--- src/ifm_geom_pkg.sv ---
package ifm_geom_pkg;

	////////////////////////////////////////////////////////////
	// buffer geometry defaults
	////////////////////////////////////////////////////////////

	// dense lanes carried by one data beat
	// byte n of the wishbone word is lane n, so at most 4
	parameter int BUS_SIZE_DEF = 4;

	// data beats that make up one chunk
	parameter int WR_DAT_CYC_NUM_DEF = 4;

	// width of the bitmap window handed to a prefix sum unit
	// must divide the chunk size (bus size times beat count)
	parameter int PREFIX_SUM_SIZE_DEF = 4;

	// compute units, each with its own pair of read ports
	parameter int COMPUTE_UNIT_NUM_DEF = 2;

endpackage

--- src/ifm_data_pkg.sv ---
package ifm_data_pkg;

	////////////////////////////////////////////////////////////
	// data types shared by loader, banks and read ports
	////////////////////////////////////////////////////////////

	// one activation value
	typedef logic [7:0] ifm_byte_t;

	// wishbone data bus word
	typedef logic [31:0] wb_word_t;

	// wishbone word address, four registers
	typedef logic [1:0] wb_adr_t;

	// loader FSM
	// idle   waiting for a strobe
	// ack    plain access acknowledged, nothing committed
	// commit data beat acknowledged and pushed to the write bank
	typedef enum logic [1:0] {
		LDR_IDLE   = 2'd0,
		LDR_ACK    = 2'd1,
		LDR_COMMIT = 2'd2
	} ldr_state_t;

endpackage

--- src/ifm_wb_loader.sv ---
`timescale 1ns/100ps

module ifm_wb_loader #(
	 parameter int BUS_SIZE       = ifm_geom_pkg::BUS_SIZE_DEF
	,parameter int WR_DAT_CYC_NUM = ifm_geom_pkg::WR_DAT_CYC_NUM_DEF
	,localparam int CNT_W = (WR_DAT_CYC_NUM > 1) ? $clog2(WR_DAT_CYC_NUM) : 1
)(
	 input  logic                                  clk_i
	,input  logic                                  rst_n_i
	,input  logic                                  wb_cyc_i
	,input  logic                                  wb_stb_i
	,input  logic                                  wb_we_i
	,input  ifm_data_pkg::wb_adr_t                 wb_adr_i
	,input  ifm_data_pkg::wb_word_t                wb_dat_i
	,output ifm_data_pkg::wb_word_t                wb_dat_o
	,output logic                                  wb_ack_o
	,output logic [BUS_SIZE-1:0]                   beat_map_o
	,output ifm_data_pkg::ifm_byte_t [BUS_SIZE-1:0] beat_data_o
	,output logic                                  beat_valid_o
	,output logic [CNT_W-1:0]                      beat_count_o
	,output logic                                  wr_sel_o
	,output logic                                  rd_sel_o
);
	import ifm_data_pkg::*;

	// register map, address 0 is bitmap on write and status on read
	localparam wb_adr_t ADR_MAP  = 2'd0;
	localparam wb_adr_t ADR_DATA = 2'd1;

	ldr_state_t               state_q;
	ldr_state_t               state_d;
	logic                     req_w;
	logic                     map_wr_w;
	logic                     dat_wr_w;
	logic                     last_w;
	logic [BUS_SIZE-1:0]      map_q;
	ifm_byte_t [BUS_SIZE-1:0] data_q;
	logic [CNT_W-1:0]         cnt_q;
	logic                     wr_sel_q;
	logic                     rd_sel_q;
	wb_word_t                 status_w;

	////////////////////////////////////////////////////////////
	// wishbone handshake
	////////////////////////////////////////////////////////////

	assign req_w    = wb_cyc_i && wb_stb_i;
	// writes only decoded in idle, the one cycle a request is sampled
	assign map_wr_w = (state_q == LDR_IDLE) && req_w && wb_we_i && (wb_adr_i == ADR_MAP);
	assign dat_wr_w = (state_q == LDR_IDLE) && req_w && wb_we_i && (wb_adr_i == ADR_DATA);

	always_comb begin
		state_d = state_q;
		case (state_q)
			LDR_IDLE: begin
				if (dat_wr_w)
					state_d = LDR_COMMIT;
				else if (req_w)
					state_d = LDR_ACK;
			end
			// ack is one cycle wide, always fall back to idle
			default: state_d = LDR_IDLE;
		endcase
	end

	always_ff @(posedge clk_i or negedge rst_n_i) begin
		if (!rst_n_i) begin
			state_q <= LDR_IDLE;
		end else begin
			state_q <= state_d;
		end
	end

	// staged bitmap, waits for the next data beat
	always_ff @(posedge clk_i or negedge rst_n_i) begin
		if (!rst_n_i)
			map_q <= '0;
		else if (map_wr_w)
			map_q <= wb_dat_i[BUS_SIZE-1:0];
	end

	// lane payload, lane n taken from byte n
	always_ff @(posedge clk_i) begin
		if (dat_wr_w)
			data_q <= wb_dat_i[8*BUS_SIZE-1:0];
	end

	////////////////////////////////////////////////////////////
	// beat counter and ping-pong select
	////////////////////////////////////////////////////////////

	assign last_w = (cnt_q == CNT_W'(WR_DAT_CYC_NUM - 1));

	always_ff @(posedge clk_i or negedge rst_n_i) begin
		if (!rst_n_i) begin
			cnt_q    <= '0;
			wr_sel_q <= 1'b0;
			rd_sel_q <= 1'b0;
		end else if (state_q == LDR_COMMIT) begin
			if (last_w) begin
				// chunk complete, readers move to the bank just filled
				cnt_q    <= '0;
				wr_sel_q <= ~wr_sel_q;
				rd_sel_q <= wr_sel_q;
			end else begin
				cnt_q <= cnt_q + 1'b1;
			end
		end
	end

	// status word: wr bank, rd bank, beat count
	always_comb begin
		status_w      = '0;
		status_w[0]   = wr_sel_q;
		status_w[1]   = rd_sel_q;
		status_w[5:2] = 4'(cnt_q);
	end

	assign wb_dat_o     = ((state_q == LDR_ACK) && !wb_we_i && (wb_adr_i == ADR_MAP)) ?
	                      status_w : '0;
	assign wb_ack_o     = (state_q != LDR_IDLE);
	assign beat_valid_o = (state_q == LDR_COMMIT);
	assign beat_map_o   = map_q;
	assign beat_data_o  = data_q;
	assign beat_count_o = cnt_q;
	assign wr_sel_o     = wr_sel_q;
	assign rd_sel_o     = rd_sel_q;

endmodule

--- src/ifm_chunk_bank.sv ---
`timescale 1ns/100ps

module ifm_chunk_bank #(
	 parameter int BUS_SIZE       = ifm_geom_pkg::BUS_SIZE_DEF
	,parameter int WR_DAT_CYC_NUM = ifm_geom_pkg::WR_DAT_CYC_NUM_DEF
	,localparam int CHUNK_SIZE = BUS_SIZE * WR_DAT_CYC_NUM
	,localparam int CNT_W      = (WR_DAT_CYC_NUM > 1) ? $clog2(WR_DAT_CYC_NUM) : 1
	,localparam int SLOT_W     = $clog2(CHUNK_SIZE + 1)
)(
	 input  logic                                    clk_i
	,input  logic                                    rst_n_i
	,input  logic [BUS_SIZE-1:0]                     wr_map_i
	,input  ifm_data_pkg::ifm_byte_t [BUS_SIZE-1:0]  wr_data_i
	,input  logic                                    wr_valid_i
	,input  logic [CNT_W-1:0]                        wr_count_i
	,output ifm_data_pkg::ifm_byte_t [CHUNK_SIZE:1]  bank_data_o
	,output logic [CHUNK_SIZE-1:0]                   bank_map_o
);
	import ifm_data_pkg::*;

	// slot 0 does not exist, ordinal slots run 1 to CHUNK_SIZE
	ifm_byte_t [CHUNK_SIZE:1]       slot_q;
	logic [CHUNK_SIZE-1:0]          map_q;
	// nonzero values stored so far in this chunk
	logic [SLOT_W-1:0]              nz_cnt_q;
	logic [SLOT_W-1:0]              base_w;
	logic [SLOT_W-1:0]              nz_next_w;
	logic [BUS_SIZE-1:0][SLOT_W-1:0] lane_slot_w;

	////////////////////////////////////////////////////////////
	// compaction, slot of each set lane
	////////////////////////////////////////////////////////////

	// first beat of a chunk restarts the ordinal count
	assign base_w = (wr_count_i == '0) ? '0 : nz_cnt_q;

	// running sum over lanes in order
	// a lane lands one past the set lanes below it
	always_comb begin
		nz_next_w = base_w;
		for (int l = 0; l < BUS_SIZE; l++) begin
			lane_slot_w[l] = nz_next_w + 1'b1;
			nz_next_w      = nz_next_w + SLOT_W'(wr_map_i[l]);
		end
	end

	////////////////////////////////////////////////////////////
	// storage
	////////////////////////////////////////////////////////////

	always_ff @(posedge clk_i or negedge rst_n_i) begin
		if (!rst_n_i) begin
			slot_q   <= '0;
			map_q    <= '0;
			nz_cnt_q <= '0;
		end else if (wr_valid_i) begin
			// wipe stale values from the previous chunk
			// so slots past the nonzero count read zero
			if (wr_count_i == '0)
				slot_q <= '0;
			// set lanes override the wipe
			for (int l = 0; l < BUS_SIZE; l++) begin
				if (wr_map_i[l])
					slot_q[lane_slot_w[l]] <= wr_data_i[l];
			end
			// bitmap segment of this beat
			map_q[wr_count_i*BUS_SIZE +: BUS_SIZE] <= wr_map_i;
			nz_cnt_q <= nz_next_w;
		end
	end

	assign bank_data_o = slot_q;
	assign bank_map_o  = map_q;

endmodule

--- src/ifm_sparse_window.sv ---
`timescale 1ns/100ps

module ifm_sparse_window #(
	 parameter int BUS_SIZE         = ifm_geom_pkg::BUS_SIZE_DEF
	,parameter int WR_DAT_CYC_NUM   = ifm_geom_pkg::WR_DAT_CYC_NUM_DEF
	,parameter int PREFIX_SUM_SIZE  = ifm_geom_pkg::PREFIX_SUM_SIZE_DEF
	,parameter int COMPUTE_UNIT_NUM = ifm_geom_pkg::COMPUTE_UNIT_NUM_DEF
	,localparam int CHUNK_SIZE     = BUS_SIZE * WR_DAT_CYC_NUM
	,localparam int RD_DAT_CYC_NUM = CHUNK_SIZE / PREFIX_SUM_SIZE
	,localparam int SLOT_W         = $clog2(CHUNK_SIZE + 1)
	,localparam int SEG_W          = (RD_DAT_CYC_NUM > 1) ? $clog2(RD_DAT_CYC_NUM) : 1
	,localparam int SHIFT_W        = (PREFIX_SUM_SIZE > 1) ? $clog2(PREFIX_SUM_SIZE) : 1
)(
	 input  ifm_data_pkg::ifm_byte_t [1:0][CHUNK_SIZE:1]     bank_data_i
	,input  logic [1:0][CHUNK_SIZE-1:0]                      bank_map_i
	,input  logic                                            rd_sel_i
	,input  logic [COMPUTE_UNIT_NUM-1:0][SLOT_W-1:0]         rd_addr_i
	,input  logic [COMPUTE_UNIT_NUM-1:0][SEG_W-1:0]          rd_seg_i
	,input  logic [COMPUTE_UNIT_NUM-1:0][SHIFT_W-1:0]        rd_shift_i
	,output ifm_data_pkg::ifm_byte_t [COMPUTE_UNIT_NUM-1:0]  rd_data_o
	,output logic [COMPUTE_UNIT_NUM-1:0][PREFIX_SUM_SIZE-1:0] rd_window_o
);
	import ifm_data_pkg::*;

	// bitmap with zero padding above the chunk end
	localparam int EXT_W   = CHUNK_SIZE + PREFIX_SUM_SIZE;
	localparam int START_W = $clog2(EXT_W);

	////////////////////////////////////////////////////////////
	// per compute unit read ports, all combinational
	////////////////////////////////////////////////////////////

	for (genvar u = 0; u < COMPUTE_UNIT_NUM; u++) begin : g_unit
		ifm_byte_t [CHUNK_SIZE:1] sel_data_w;
		logic [CHUNK_SIZE-1:0]    sel_map_w;
		logic [EXT_W-1:0]         map_ext_w;
		logic [START_W-1:0]       start_w;
		logic [EXT_W-1:0]         shifted_w;
		logic                     addr_ok_w;

		// bank currently handed to the readers
		assign sel_data_w = bank_data_i[rd_sel_i];
		assign sel_map_w  = bank_map_i[rd_sel_i];

		// value port
		// slot 0 means no nonzero yet, reads as zero
		assign addr_ok_w = (rd_addr_i[u] != '0) && (rd_addr_i[u] <= SLOT_W'(CHUNK_SIZE));
		assign rd_data_o[u] = addr_ok_w ? sel_data_w[rd_addr_i[u]] : '0;

		// window port
		// first bit is the position at segment start plus shift
		// every segment, the first one included, follows the same rule
		assign start_w   = START_W'(rd_seg_i[u] * PREFIX_SUM_SIZE + rd_shift_i[u]);
		assign map_ext_w = {{PREFIX_SUM_SIZE{1'b0}}, sel_map_w};

		// shift down, consumed positions drop out at the bottom
		// zeros come in past the last position of the chunk
		assign shifted_w = map_ext_w >> start_w;

		assign rd_window_o[u] = shifted_w[PREFIX_SUM_SIZE-1:0];
	end

endmodule

--- src/ifm_chunk_stack.sv ---
`timescale 1ns/100ps

module ifm_chunk_stack #(
	 parameter int BUS_SIZE         = ifm_geom_pkg::BUS_SIZE_DEF
	,parameter int WR_DAT_CYC_NUM   = ifm_geom_pkg::WR_DAT_CYC_NUM_DEF
	,parameter int PREFIX_SUM_SIZE  = ifm_geom_pkg::PREFIX_SUM_SIZE_DEF
	,parameter int COMPUTE_UNIT_NUM = ifm_geom_pkg::COMPUTE_UNIT_NUM_DEF
	,localparam int CHUNK_SIZE     = BUS_SIZE * WR_DAT_CYC_NUM
	,localparam int RD_DAT_CYC_NUM = CHUNK_SIZE / PREFIX_SUM_SIZE
	,localparam int CNT_W          = (WR_DAT_CYC_NUM > 1) ? $clog2(WR_DAT_CYC_NUM) : 1
	,localparam int SLOT_W         = $clog2(CHUNK_SIZE + 1)
	,localparam int SEG_W          = (RD_DAT_CYC_NUM > 1) ? $clog2(RD_DAT_CYC_NUM) : 1
	,localparam int SHIFT_W        = (PREFIX_SUM_SIZE > 1) ? $clog2(PREFIX_SUM_SIZE) : 1
)(
	 input  logic                                             clk_i
	,input  logic                                             rst_n_i
	,input  logic [BUS_SIZE-1:0]                              beat_map_i
	,input  ifm_data_pkg::ifm_byte_t [BUS_SIZE-1:0]           beat_data_i
	,input  logic                                             beat_valid_i
	,input  logic [CNT_W-1:0]                                 beat_count_i
	,input  logic                                             wr_sel_i
	,input  logic                                             rd_sel_i
	,input  logic [COMPUTE_UNIT_NUM-1:0][SLOT_W-1:0]          rd_addr_i
	,input  logic [COMPUTE_UNIT_NUM-1:0][SEG_W-1:0]           rd_seg_i
	,input  logic [COMPUTE_UNIT_NUM-1:0][SHIFT_W-1:0]         rd_shift_i
	,output ifm_data_pkg::ifm_byte_t [COMPUTE_UNIT_NUM-1:0]   rd_data_o
	,output logic [COMPUTE_UNIT_NUM-1:0][PREFIX_SUM_SIZE-1:0] rd_window_o
);
	import ifm_data_pkg::*;

	// bank indexed views of both stores
	logic [1:0]                       bank_valid_w;
	ifm_byte_t [1:0][CHUNK_SIZE:1]    bank_data_w;
	logic [1:0][CHUNK_SIZE-1:0]       bank_map_w;

	// ping-pong pair, only the write bank sees the beat
	for (genvar b = 0; b < 2; b++) begin : g_bank
		assign bank_valid_w[b] = beat_valid_i && (wr_sel_i == 1'(b));

		ifm_chunk_bank #(
			 .BUS_SIZE       (BUS_SIZE)
			,.WR_DAT_CYC_NUM (WR_DAT_CYC_NUM)
		) ifm_chunk_bank_inst (
			 .clk_i
			,.rst_n_i
			,.wr_map_i    (beat_map_i)
			,.wr_data_i   (beat_data_i)
			,.wr_valid_i  (bank_valid_w[b])
			,.wr_count_i  (beat_count_i)
			,.bank_data_o (bank_data_w[b])
			,.bank_map_o  (bank_map_w[b])
		);
	end

	// drain side, value and window ports of the read bank
	ifm_sparse_window #(
		 .BUS_SIZE         (BUS_SIZE)
		,.WR_DAT_CYC_NUM   (WR_DAT_CYC_NUM)
		,.PREFIX_SUM_SIZE  (PREFIX_SUM_SIZE)
		,.COMPUTE_UNIT_NUM (COMPUTE_UNIT_NUM)
	) ifm_sparse_window_inst (
		 .bank_data_i (bank_data_w)
		,.bank_map_i  (bank_map_w)
		,.rd_sel_i
		,.rd_addr_i
		,.rd_seg_i
		,.rd_shift_i
		,.rd_data_o
		,.rd_window_o
	);

endmodule

--- src/ifm_buffer_top.sv ---
`timescale 1ns/100ps

module ifm_buffer_top #(
	 parameter int BUS_SIZE         = ifm_geom_pkg::BUS_SIZE_DEF
	,parameter int WR_DAT_CYC_NUM   = ifm_geom_pkg::WR_DAT_CYC_NUM_DEF
	,parameter int PREFIX_SUM_SIZE  = ifm_geom_pkg::PREFIX_SUM_SIZE_DEF
	,parameter int COMPUTE_UNIT_NUM = ifm_geom_pkg::COMPUTE_UNIT_NUM_DEF
	,localparam int CHUNK_SIZE     = BUS_SIZE * WR_DAT_CYC_NUM
	,localparam int RD_DAT_CYC_NUM = CHUNK_SIZE / PREFIX_SUM_SIZE
	,localparam int SLOT_W         = $clog2(CHUNK_SIZE + 1)
	,localparam int SEG_W          = (RD_DAT_CYC_NUM > 1) ? $clog2(RD_DAT_CYC_NUM) : 1
	,localparam int SHIFT_W        = (PREFIX_SUM_SIZE > 1) ? $clog2(PREFIX_SUM_SIZE) : 1
)(
	 input  logic                                             clk_i
	,input  logic                                             rst_n_i
	// wishbone classic slave
	,input  logic                                             wb_cyc_i
	,input  logic                                             wb_stb_i
	,input  logic                                             wb_we_i
	,input  ifm_data_pkg::wb_adr_t                            wb_adr_i
	,input  ifm_data_pkg::wb_word_t                           wb_dat_i
	,output ifm_data_pkg::wb_word_t                           wb_dat_o
	,output logic                                             wb_ack_o
	// compute unit read ports
	,input  logic [COMPUTE_UNIT_NUM-1:0][SLOT_W-1:0]          rd_addr_i
	,input  logic [COMPUTE_UNIT_NUM-1:0][SEG_W-1:0]           rd_seg_i
	,input  logic [COMPUTE_UNIT_NUM-1:0][SHIFT_W-1:0]         rd_shift_i
	,output ifm_data_pkg::ifm_byte_t [COMPUTE_UNIT_NUM-1:0]   rd_data_o
	,output logic [COMPUTE_UNIT_NUM-1:0][PREFIX_SUM_SIZE-1:0] rd_window_o
);
	import ifm_data_pkg::*;

	localparam int CNT_W = (WR_DAT_CYC_NUM > 1) ? $clog2(WR_DAT_CYC_NUM) : 1;

	// loader to stack
	logic [BUS_SIZE-1:0]      beat_map_w;
	ifm_byte_t [BUS_SIZE-1:0] beat_data_w;
	logic                     beat_valid_w;
	logic [CNT_W-1:0]         beat_count_w;
	logic                     wr_sel_w;
	logic                     rd_sel_w;

	ifm_wb_loader #(
		 .BUS_SIZE       (BUS_SIZE)
		,.WR_DAT_CYC_NUM (WR_DAT_CYC_NUM)
	) ifm_wb_loader_inst (
		 .clk_i, .rst_n_i, .wb_cyc_i, .wb_stb_i, .wb_we_i, .wb_adr_i, .wb_dat_i
		,.wb_dat_o, .wb_ack_o
		,.beat_map_o (beat_map_w), .beat_data_o (beat_data_w)
		,.beat_valid_o (beat_valid_w), .beat_count_o (beat_count_w)
		,.wr_sel_o (wr_sel_w), .rd_sel_o (rd_sel_w)
	);

	ifm_chunk_stack #(
		 .BUS_SIZE (BUS_SIZE), .WR_DAT_CYC_NUM (WR_DAT_CYC_NUM)
		,.PREFIX_SUM_SIZE (PREFIX_SUM_SIZE), .COMPUTE_UNIT_NUM (COMPUTE_UNIT_NUM)
	) ifm_chunk_stack_inst (
		 .clk_i, .rst_n_i
		,.beat_map_i (beat_map_w), .beat_data_i (beat_data_w)
		,.beat_valid_i (beat_valid_w), .beat_count_i (beat_count_w)
		,.wr_sel_i (wr_sel_w), .rd_sel_i (rd_sel_w)
		,.rd_addr_i, .rd_seg_i, .rd_shift_i, .rd_data_o, .rd_window_o
	);

endmodule

--- config.mk ---
export PLATFORM = sky130hd
export DESIGN_NAME = ifm_buffer_top
export DESIGN_NICKNAME = d
export VERILOG_FILES = /design/src/ifm_geom_pkg.sv /design/src/ifm_data_pkg.sv /design/src/ifm_wb_loader.sv /design/src/ifm_chunk_bank.sv /design/src/ifm_sparse_window.sv /design/src/ifm_chunk_stack.sv /design/src/ifm_buffer_top.sv
export SDC_FILE = /design/constraint.sdc
export NUM_CORES = 2
export LEC_CHECK = 0
export BUFFER_PORTS_ARGS = -buffer_cell sky130_fd_sc_hd__buf_2
export CORE_MARGIN = 4
export CORE_UTILIZATION = 41
export DETAILED_ROUTE_END_ITERATION = 12
export PLACE_DENSITY = 0.68
export SYNTH_ARGS = -nofsm -noshare
export SYNTH_HDL_FRONTEND = slang
export SYNTH_SLANG_ARGS = --single-unit
--- constraint.sdc ---
create_clock -name clk_i -period 14.8 [get_ports clk_i]
set_input_delay 2.96 -clock clk_i [delete_from_list [all_inputs] [get_ports clk_i]]
set_output_delay 2.96 -clock clk_i [all_outputs]
set_load 0.01 [all_outputs]
Word level (Yosys, flattened, before mapping)
Cells that the tools add are included.

operators by class
  add/subtract/negate cells = 20
  $lt $le $gt $ge = 21
  equality and inequality tests = 5
  shift operators = 4
  multiplexer cells = 61
  bitwise gates (word level) = 1
  reduce and logical (&&, ||, !) cells = 27

operators by type and width
  cell                     number
  $mux 128                 20
  $bwmux 128               8
  $demux 8 s5              8
  $mux 8                   12
  $bmux 8 s5               2
  $lt 5x6->1 const B       10
  $add 5x1->5              8
  $add 5x1->5 const B      8
  $ge 5x1->1 const B       8
  $neg 4->34               1
  $shift 4x34->16 const A  1
  $shiftx 4x34->16         1
  $bwmux 16                2
  $mux 16                  2
  $shr 16x5->4             2
  $logic_and 1x1->1        19
  $add 4x2->5              2
  $le 5x5->1 const B       2
  $mux 5                   2
  $reduce_bool 5->1        2
  $mux 2                   4
  $logic_not 2->1          3
  $eq 2x1->1 const B       2
  $eq 2x2->1 const B       2
  other kinds (8)          8

word-level totals
  register bits after elaboration = 340
  input port bits = 57
  output and inout bits = 57
  word-level logic and storage cells = 184

Longest topological paths before layout
  depth in word-level cells = 18
  gate-level depth with buffers = 22
  depth with buffers taken out = 14

Cells and area by module
Synthesis repeated with hierarchy kept, for this count alone.

unflattened totals
  cell total of the unflattened synthesis = 3679
  area total of the unflattened synthesis = 33372.0 um^2

by module, submodules not included
  module                                                                instances  cells each  area each (um^2)  seq. area each (um^2)
  ifm_chunk_bank at ifm_chunk_stack_inst.g_bank[1].ifm_chunk_bank_inst  1          1597        13810.7           3728.6
  ifm_chunk_bank at ifm_chunk_stack_inst.g_bank[0].ifm_chunk_bank_inst  1          1474        12514.5           3728.6
  ifm_sparse_window                                                     1          510         5373.9            0.0
  ifm_wb_loader                                                         1          96          1656.6            1211.2
  ifm_chunk_stack                                                       1          2           16.3              0.0

Least setup slack after synthesis
No wires, ideal clock.

  path kind = input to output
  start point = input port rd_addr_i[0] (netlist bit)
  end point = output port rd_data_o[0] (netlist bit)
  arrival time = 4.761 ns
  required time = 11.840 ns
  setup slack = 7.079 ns
  stages = 6
  buffers on the path = 2
  cells stage by stage = buf_1 > clkbuf_1 > mux4_2 > mux4_2 > a211oi_1 > a211oi_1

RTL lines
  element             line                  text
  start: declaration  ifm_buffer_top.sv:25  ,input logic [COMPUTE_UNIT_NUM-1:0][SLOT_W-1:0] rd_addr_i
  end: declaration    ifm_buffer_top.sv:28  ,output ifm_data_pkg::ifm_byte_t [COMPUTE_UNIT_NUM-1:0] rd_data_o

==> summary.md <==
| Metric | Value |
|---|---|
| Run status | complete, no violations |
| Via-per-instance ratio | 7.35 |
| Max-slew violation count | 0 |
| Post-synth top area share | 0.256 |
| Type of the most critical hold path | reg -> reg |
| Main combinational cell family by area after synthesis | compound AO/OA/AOI/OAI gates |
| Number of setup buffers added after CTS | 0 |
| Worst r2r src | ifm_wb_loader_inst.beat_count_o[0] |
| Sequential share of the synthesized area | 0.288 |
| Top-Level Pins | 114 |
| R2r setup slk | 8.99 ns |
| Number of CTS-inserted buffers | 44 |
| Endpoint class of the critical path | output pin |
| Post-route clock period utilization | 0.578 |
| Vias in the first global route | 28600 |
| Placeable Area | 0.0730 mm² |
| EDFF count, synth | 32 |
| Largest net degree at the start of global routing | 89 |
| Number of warnings reported in the yosys synthesis log | 0 |
| Worst R2R Path Depth | 14 |
| Count of input and output buffers | 85 |
| Max Root-Sink Buffers | 3 |
| Async set or reset register ratio after synthesis | 0.906 |
| Max frequency | 117 MHz |
| Cts hold-fix bufs | 0 |
| Detailed placer's ending HPWL | 93800 µm |
| Area fraction in compound gates after synthesis | 0.249 |
| Combined area of all synthesized cells | 0.0301 mm² |
| Relative slew slack | 0.0567 |
| Area grow syn2layout | 8.13% |
| Total length of routed met2 wires | 57300 µm |
| Final Hold Vio Count | 0 |
| Average detailed-routed wire length per instance | 33.2 µm |
| Utilization of the core after routing | 0.447 |
| Number of setup violations in the final report | 0 |
| Post-detailed-route count of antenna-violating nets | 0 |
| Clock period minus final worst setup slack | 8.55 ns |
| Number of remaining DRC errors | 0 |
| Slew at the pin closest to its max-slew limit | 1.41 ns |
| Root buffer selected by CTS | sky130_fd_sc_hd__clkbuf_16 |
| Initial DRC Count | 5662 |
| Total GRT Usage | 0.350 |
| Top_reg_cell synth | sky130_fd_sc_hd__dfrtp_1 |
| Die extent in x | 279 µm |
| Type of the worst setup path | in -> out |
| Launching element type of the critical path | primary input |
| Post-synthesis cell type with the largest combined area | sky130_fd_sc_hd__dfrtp_1 |
| Initial antenna violation count | 6 |
| Worst Path Max Fanout | 30 |
| Starting density of the core | 0.413 |
| Vertical die dimension | 279 µm |
| Adder-cell area share of the yosys netlist | 0.00706 |
| Top layer in use | met4 |
| Grt total ovfl | 0 |
| Syn_area_per_cell | 8.67 µm² |
| Clock tree from TritonCTS | yes |
| Total number of vias | 31600 |
| Clock insertion delay at the later pin of the skew report | 0.62 ns |
| Skew final | 0.0306 ns |
| WP data required | 11.84 ns |
| Synth Area in XOR/XNOR | 0.00897 |
| Count of clock tree sinks | 340 |
| Routability congestion estimate from global placement | 1.04 |
| Power per standard cell area | 108 mW/mm² |
| Data arrival time of the worst path | 5.59 ns |
| Wirelength, routed | 143000 µm |
| Post-layout net count | 3374 |
| Final TNS setup | 0 ns |
| DR WL met3 | 21800 µm |
| CTS HTree Levels | 2 |
| Number of rows created at floorplan | 99 |
| Pre-Repair DR Iteration Count | 6 |
| Reported max-cap violation count | 0 |
| Wire length of the first global-routing pass | 202000 µm |
| Top area cells in the synthesized netlist | sky130_fd_sc_hd__dfrtp_1 26%, sky130_fd_sc_hd__mux4_2 11%, sky130_fd_sc_hd__a221o_1 6.4% |
| Distinct cells, synth | 77 |
| Standby leakage power | 0.0121 µW |
| Die Footprint | 0.0779 mm² |
| Share of post-route cells with drive strength above 1 | 0.157 |
| #FFs+latches synth | 340 |
| Number of cells on the worst hold path | 2 |
| Multiplexer share of the synthesized area | 0.193 |
| Maximum resistive drop on vdd | 102 µV |
| Simple logic cell fraction of the synthesized area | 0.193 |
| Length of routed wiring on met1 | 49600 µm |
| Resized Gates After CTS | 0 |
| Synthesized instance count | 3478 |
| Setup repair after global routing missed its margin | false |
| Clock-pin slew reported for the worst setup and hold paths after clock tree synthesis | 0.06 ns |
==> synthesized netlist by cell type, types with 32 or more instances <==
| cell type | instances |
|---|---|
| sky130_fd_sc_hd__a2111oi_0 | 37 |
| sky130_fd_sc_hd__a211oi_1 | 87 |
| sky130_fd_sc_hd__a21oi_1 | 216 |
| sky130_fd_sc_hd__a221o_1 | 192 |
| sky130_fd_sc_hd__a22oi_1 | 40 |
| sky130_fd_sc_hd__a31oi_1 | 81 |
| sky130_fd_sc_hd__buf_1 | 56 |
| sky130_fd_sc_hd__clkbuf_1 | 319 |
| sky130_fd_sc_hd__dfrtp_1 | 308 |
| sky130_fd_sc_hd__edfxtp_1 | 32 |
| sky130_fd_sc_hd__mux2_2 | 45 |
| sky130_fd_sc_hd__mux2i_1 | 191 |
| sky130_fd_sc_hd__mux4_2 | 150 |
| sky130_fd_sc_hd__nand2_1 | 298 |
| sky130_fd_sc_hd__nand3_1 | 224 |
| sky130_fd_sc_hd__nor2_1 | 259 |
| sky130_fd_sc_hd__nor2b_1 | 32 |
| sky130_fd_sc_hd__nor3_1 | 185 |
| sky130_fd_sc_hd__nor3b_1 | 61 |
| sky130_fd_sc_hd__o211ai_1 | 64 |
| sky130_fd_sc_hd__o21ai_0 | 164 |
| sky130_fd_sc_hd__o22ai_1 | 32 |
==> metrics by stage <==
stage                     hold slack (ns)  worst slack, ns  area (µm²)  instances  power, µW
after floorplan                     0.444             7.08       30200       3505       1860
after global placement              0.457             6.39       31000       4213       2250
after detailed placement            0.468             6.43       31000       4213       2260
after CTS                           0.482             6.42       32600       4293       3450
after global routing                0.507             6.09       32600       4293       3610
final                               0.477             6.25       32600       4299       3520
==> routing by layer <==
| metal | track usage | vias up |
|---|---|---|
| li1 | - | 13100 |
| met3 | 0.128 | 744 |
| met1 | 0.437 | 15100 |
| met4 | 0.272 | 0 |
| met2 | 0.488 | 2677 |
| met5 | 0 | - |
==> area by class of cell <==
type | instances | area [µm²]
diodes | 6 | 15.0
clock inverters | 24 | 324
flip-flops and latches | 340 | 8670
multi-input cells | 2706 | 19900
fillers | 7063 | 40400
clock buffers | 56 | 1240
well taps | 959 | 1200
inverters | 27 | 104
repair buffers | 181 | 1160
==> state kept, by name, indices dropped and copies added, names as in the netlist <==
name                                                         flops
ifm_wb_loader_inst.state_q                                       2
ifm_wb_loader_inst.beat_count_o                                  2
ifm_chunk_stack_inst.g_bank.ifm_chunk_bank_inst.bank_map_o      32
ifm_chunk_stack_inst.g_bank.ifm_chunk_bank_inst.bank_data_o    256
ifm_chunk_stack_inst.g_bank.ifm_chunk_bank_inst.nz_cnt_q        10
ifm_wb_loader_inst.beat_data_o                                  32
ifm_wb_loader_inst.beat_map_o                                    4
ifm_wb_loader_inst.wr_sel_o                                      1
ifm_wb_loader_inst.rd_sel_o                                      1
==> worst max path at each step <==
stage               slack (ns)      endpoint                   startpoint
floorplan                 7.08  rd_data_o[0]                 rd_addr_i[0]
global placement          6.39  rd_data_o[9]                 rd_addr_i[6]
detailed placement        6.43  rd_data_o[9]                 rd_addr_i[6]
CTS                       6.42  rd_data_o[9]                 rd_addr_i[6]
global route              6.09  rd_data_o[8]  ifm_wb_loader_inst.rd_sel_o
finish                    6.25  rd_data_o[9]                 rd_addr_i[6]
==> where the power goes <==
part           switching, µW  leakage [µW]  internal (µW)
combinational            849       0.00683            370
clock                    481      0.000752            714
sequential               108       0.00456            997
total                   1440        0.0121           2080
==> layout by cell type, fill, tap and decap left out, types with 11 or more instances in the layout <==
cell type / synthesis / routed
sky130_fd_sc_hd__a2111oi_0: 37 / 37
sky130_fd_sc_hd__a211oi_1: 87 / 85
sky130_fd_sc_hd__a21o_1: 11 / 11
sky130_fd_sc_hd__a21oi_1: 216 / 215
sky130_fd_sc_hd__a221o_1: 192 / 192
sky130_fd_sc_hd__a221oi_1: 31 / 31
sky130_fd_sc_hd__a22oi_1: 40 / 40
sky130_fd_sc_hd__a31oi_1: 81 / 81
sky130_fd_sc_hd__and2_1: 16 / 16
sky130_fd_sc_hd__and3_1: 21 / 20
sky130_fd_sc_hd__buf_2: 27 / 84
sky130_fd_sc_hd__buf_4: 29 / 96
sky130_fd_sc_hd__clkbuf_16: 0 / 46
sky130_fd_sc_hd__conb_1: 1 / 28
sky130_fd_sc_hd__dfrtp_1: 308 / 307
sky130_fd_sc_hd__edfxtp_1: 32 / 32
sky130_fd_sc_hd__ha_1: 17 / 16
sky130_fd_sc_hd__inv_1: 26 / 26
sky130_fd_sc_hd__mux2_2: 45 / 45
sky130_fd_sc_hd__mux2i_1: 191 / 191
sky130_fd_sc_hd__mux4_2: 150 / 150
sky130_fd_sc_hd__nand2_1: 298 / 297
sky130_fd_sc_hd__nand2b_1: 14 / 13
sky130_fd_sc_hd__nand3_1: 224 / 224
sky130_fd_sc_hd__nand4_1: 13 / 13
sky130_fd_sc_hd__nor2_1: 259 / 259
sky130_fd_sc_hd__nor2b_1: 32 / 31
sky130_fd_sc_hd__nor3_1: 185 / 179
sky130_fd_sc_hd__nor3b_1: 61 / 58
sky130_fd_sc_hd__nor4_2: 8 / 13
sky130_fd_sc_hd__o2111ai_1: 24 / 24
sky130_fd_sc_hd__o211ai_1: 64 / 64
sky130_fd_sc_hd__o21ai_0: 164 / 164
sky130_fd_sc_hd__o22ai_1: 32 / 32
sky130_fd_sc_hd__o311ai_0: 22 / 22
sky130_fd_sc_hd__or2_2: 12 / 12
sky130_fd_sc_hd__xnor2_1: 21 / 21
==> critical path: stages <==
cell	delay (ns)
sky130_fd_sc_hd__buf_2	0.73
sky130_fd_sc_hd__nor2b_1	0.46
sky130_fd_sc_hd__a221oi_1	0.16
sky130_fd_sc_hd__a211oi_1	0.34
sky130_fd_sc_hd__a21oi_1	0.07
sky130_fd_sc_hd__o22ai_1	0.59
sky130_fd_sc_hd__buf_2	0.26
==> kinds of logic after synthesis <==
family                   Yosys count
AND/OR/NAND/NOR                 1191
AO/OA/AOI/OAI                   1053
buffers and inverters            459
multiplexers                     387
flip-flops                       340
XOR/XNOR                          30
adder cells (fa/ha/maj)           17
other                              1
No activity file was read; power rests on OpenSTA's default activity.
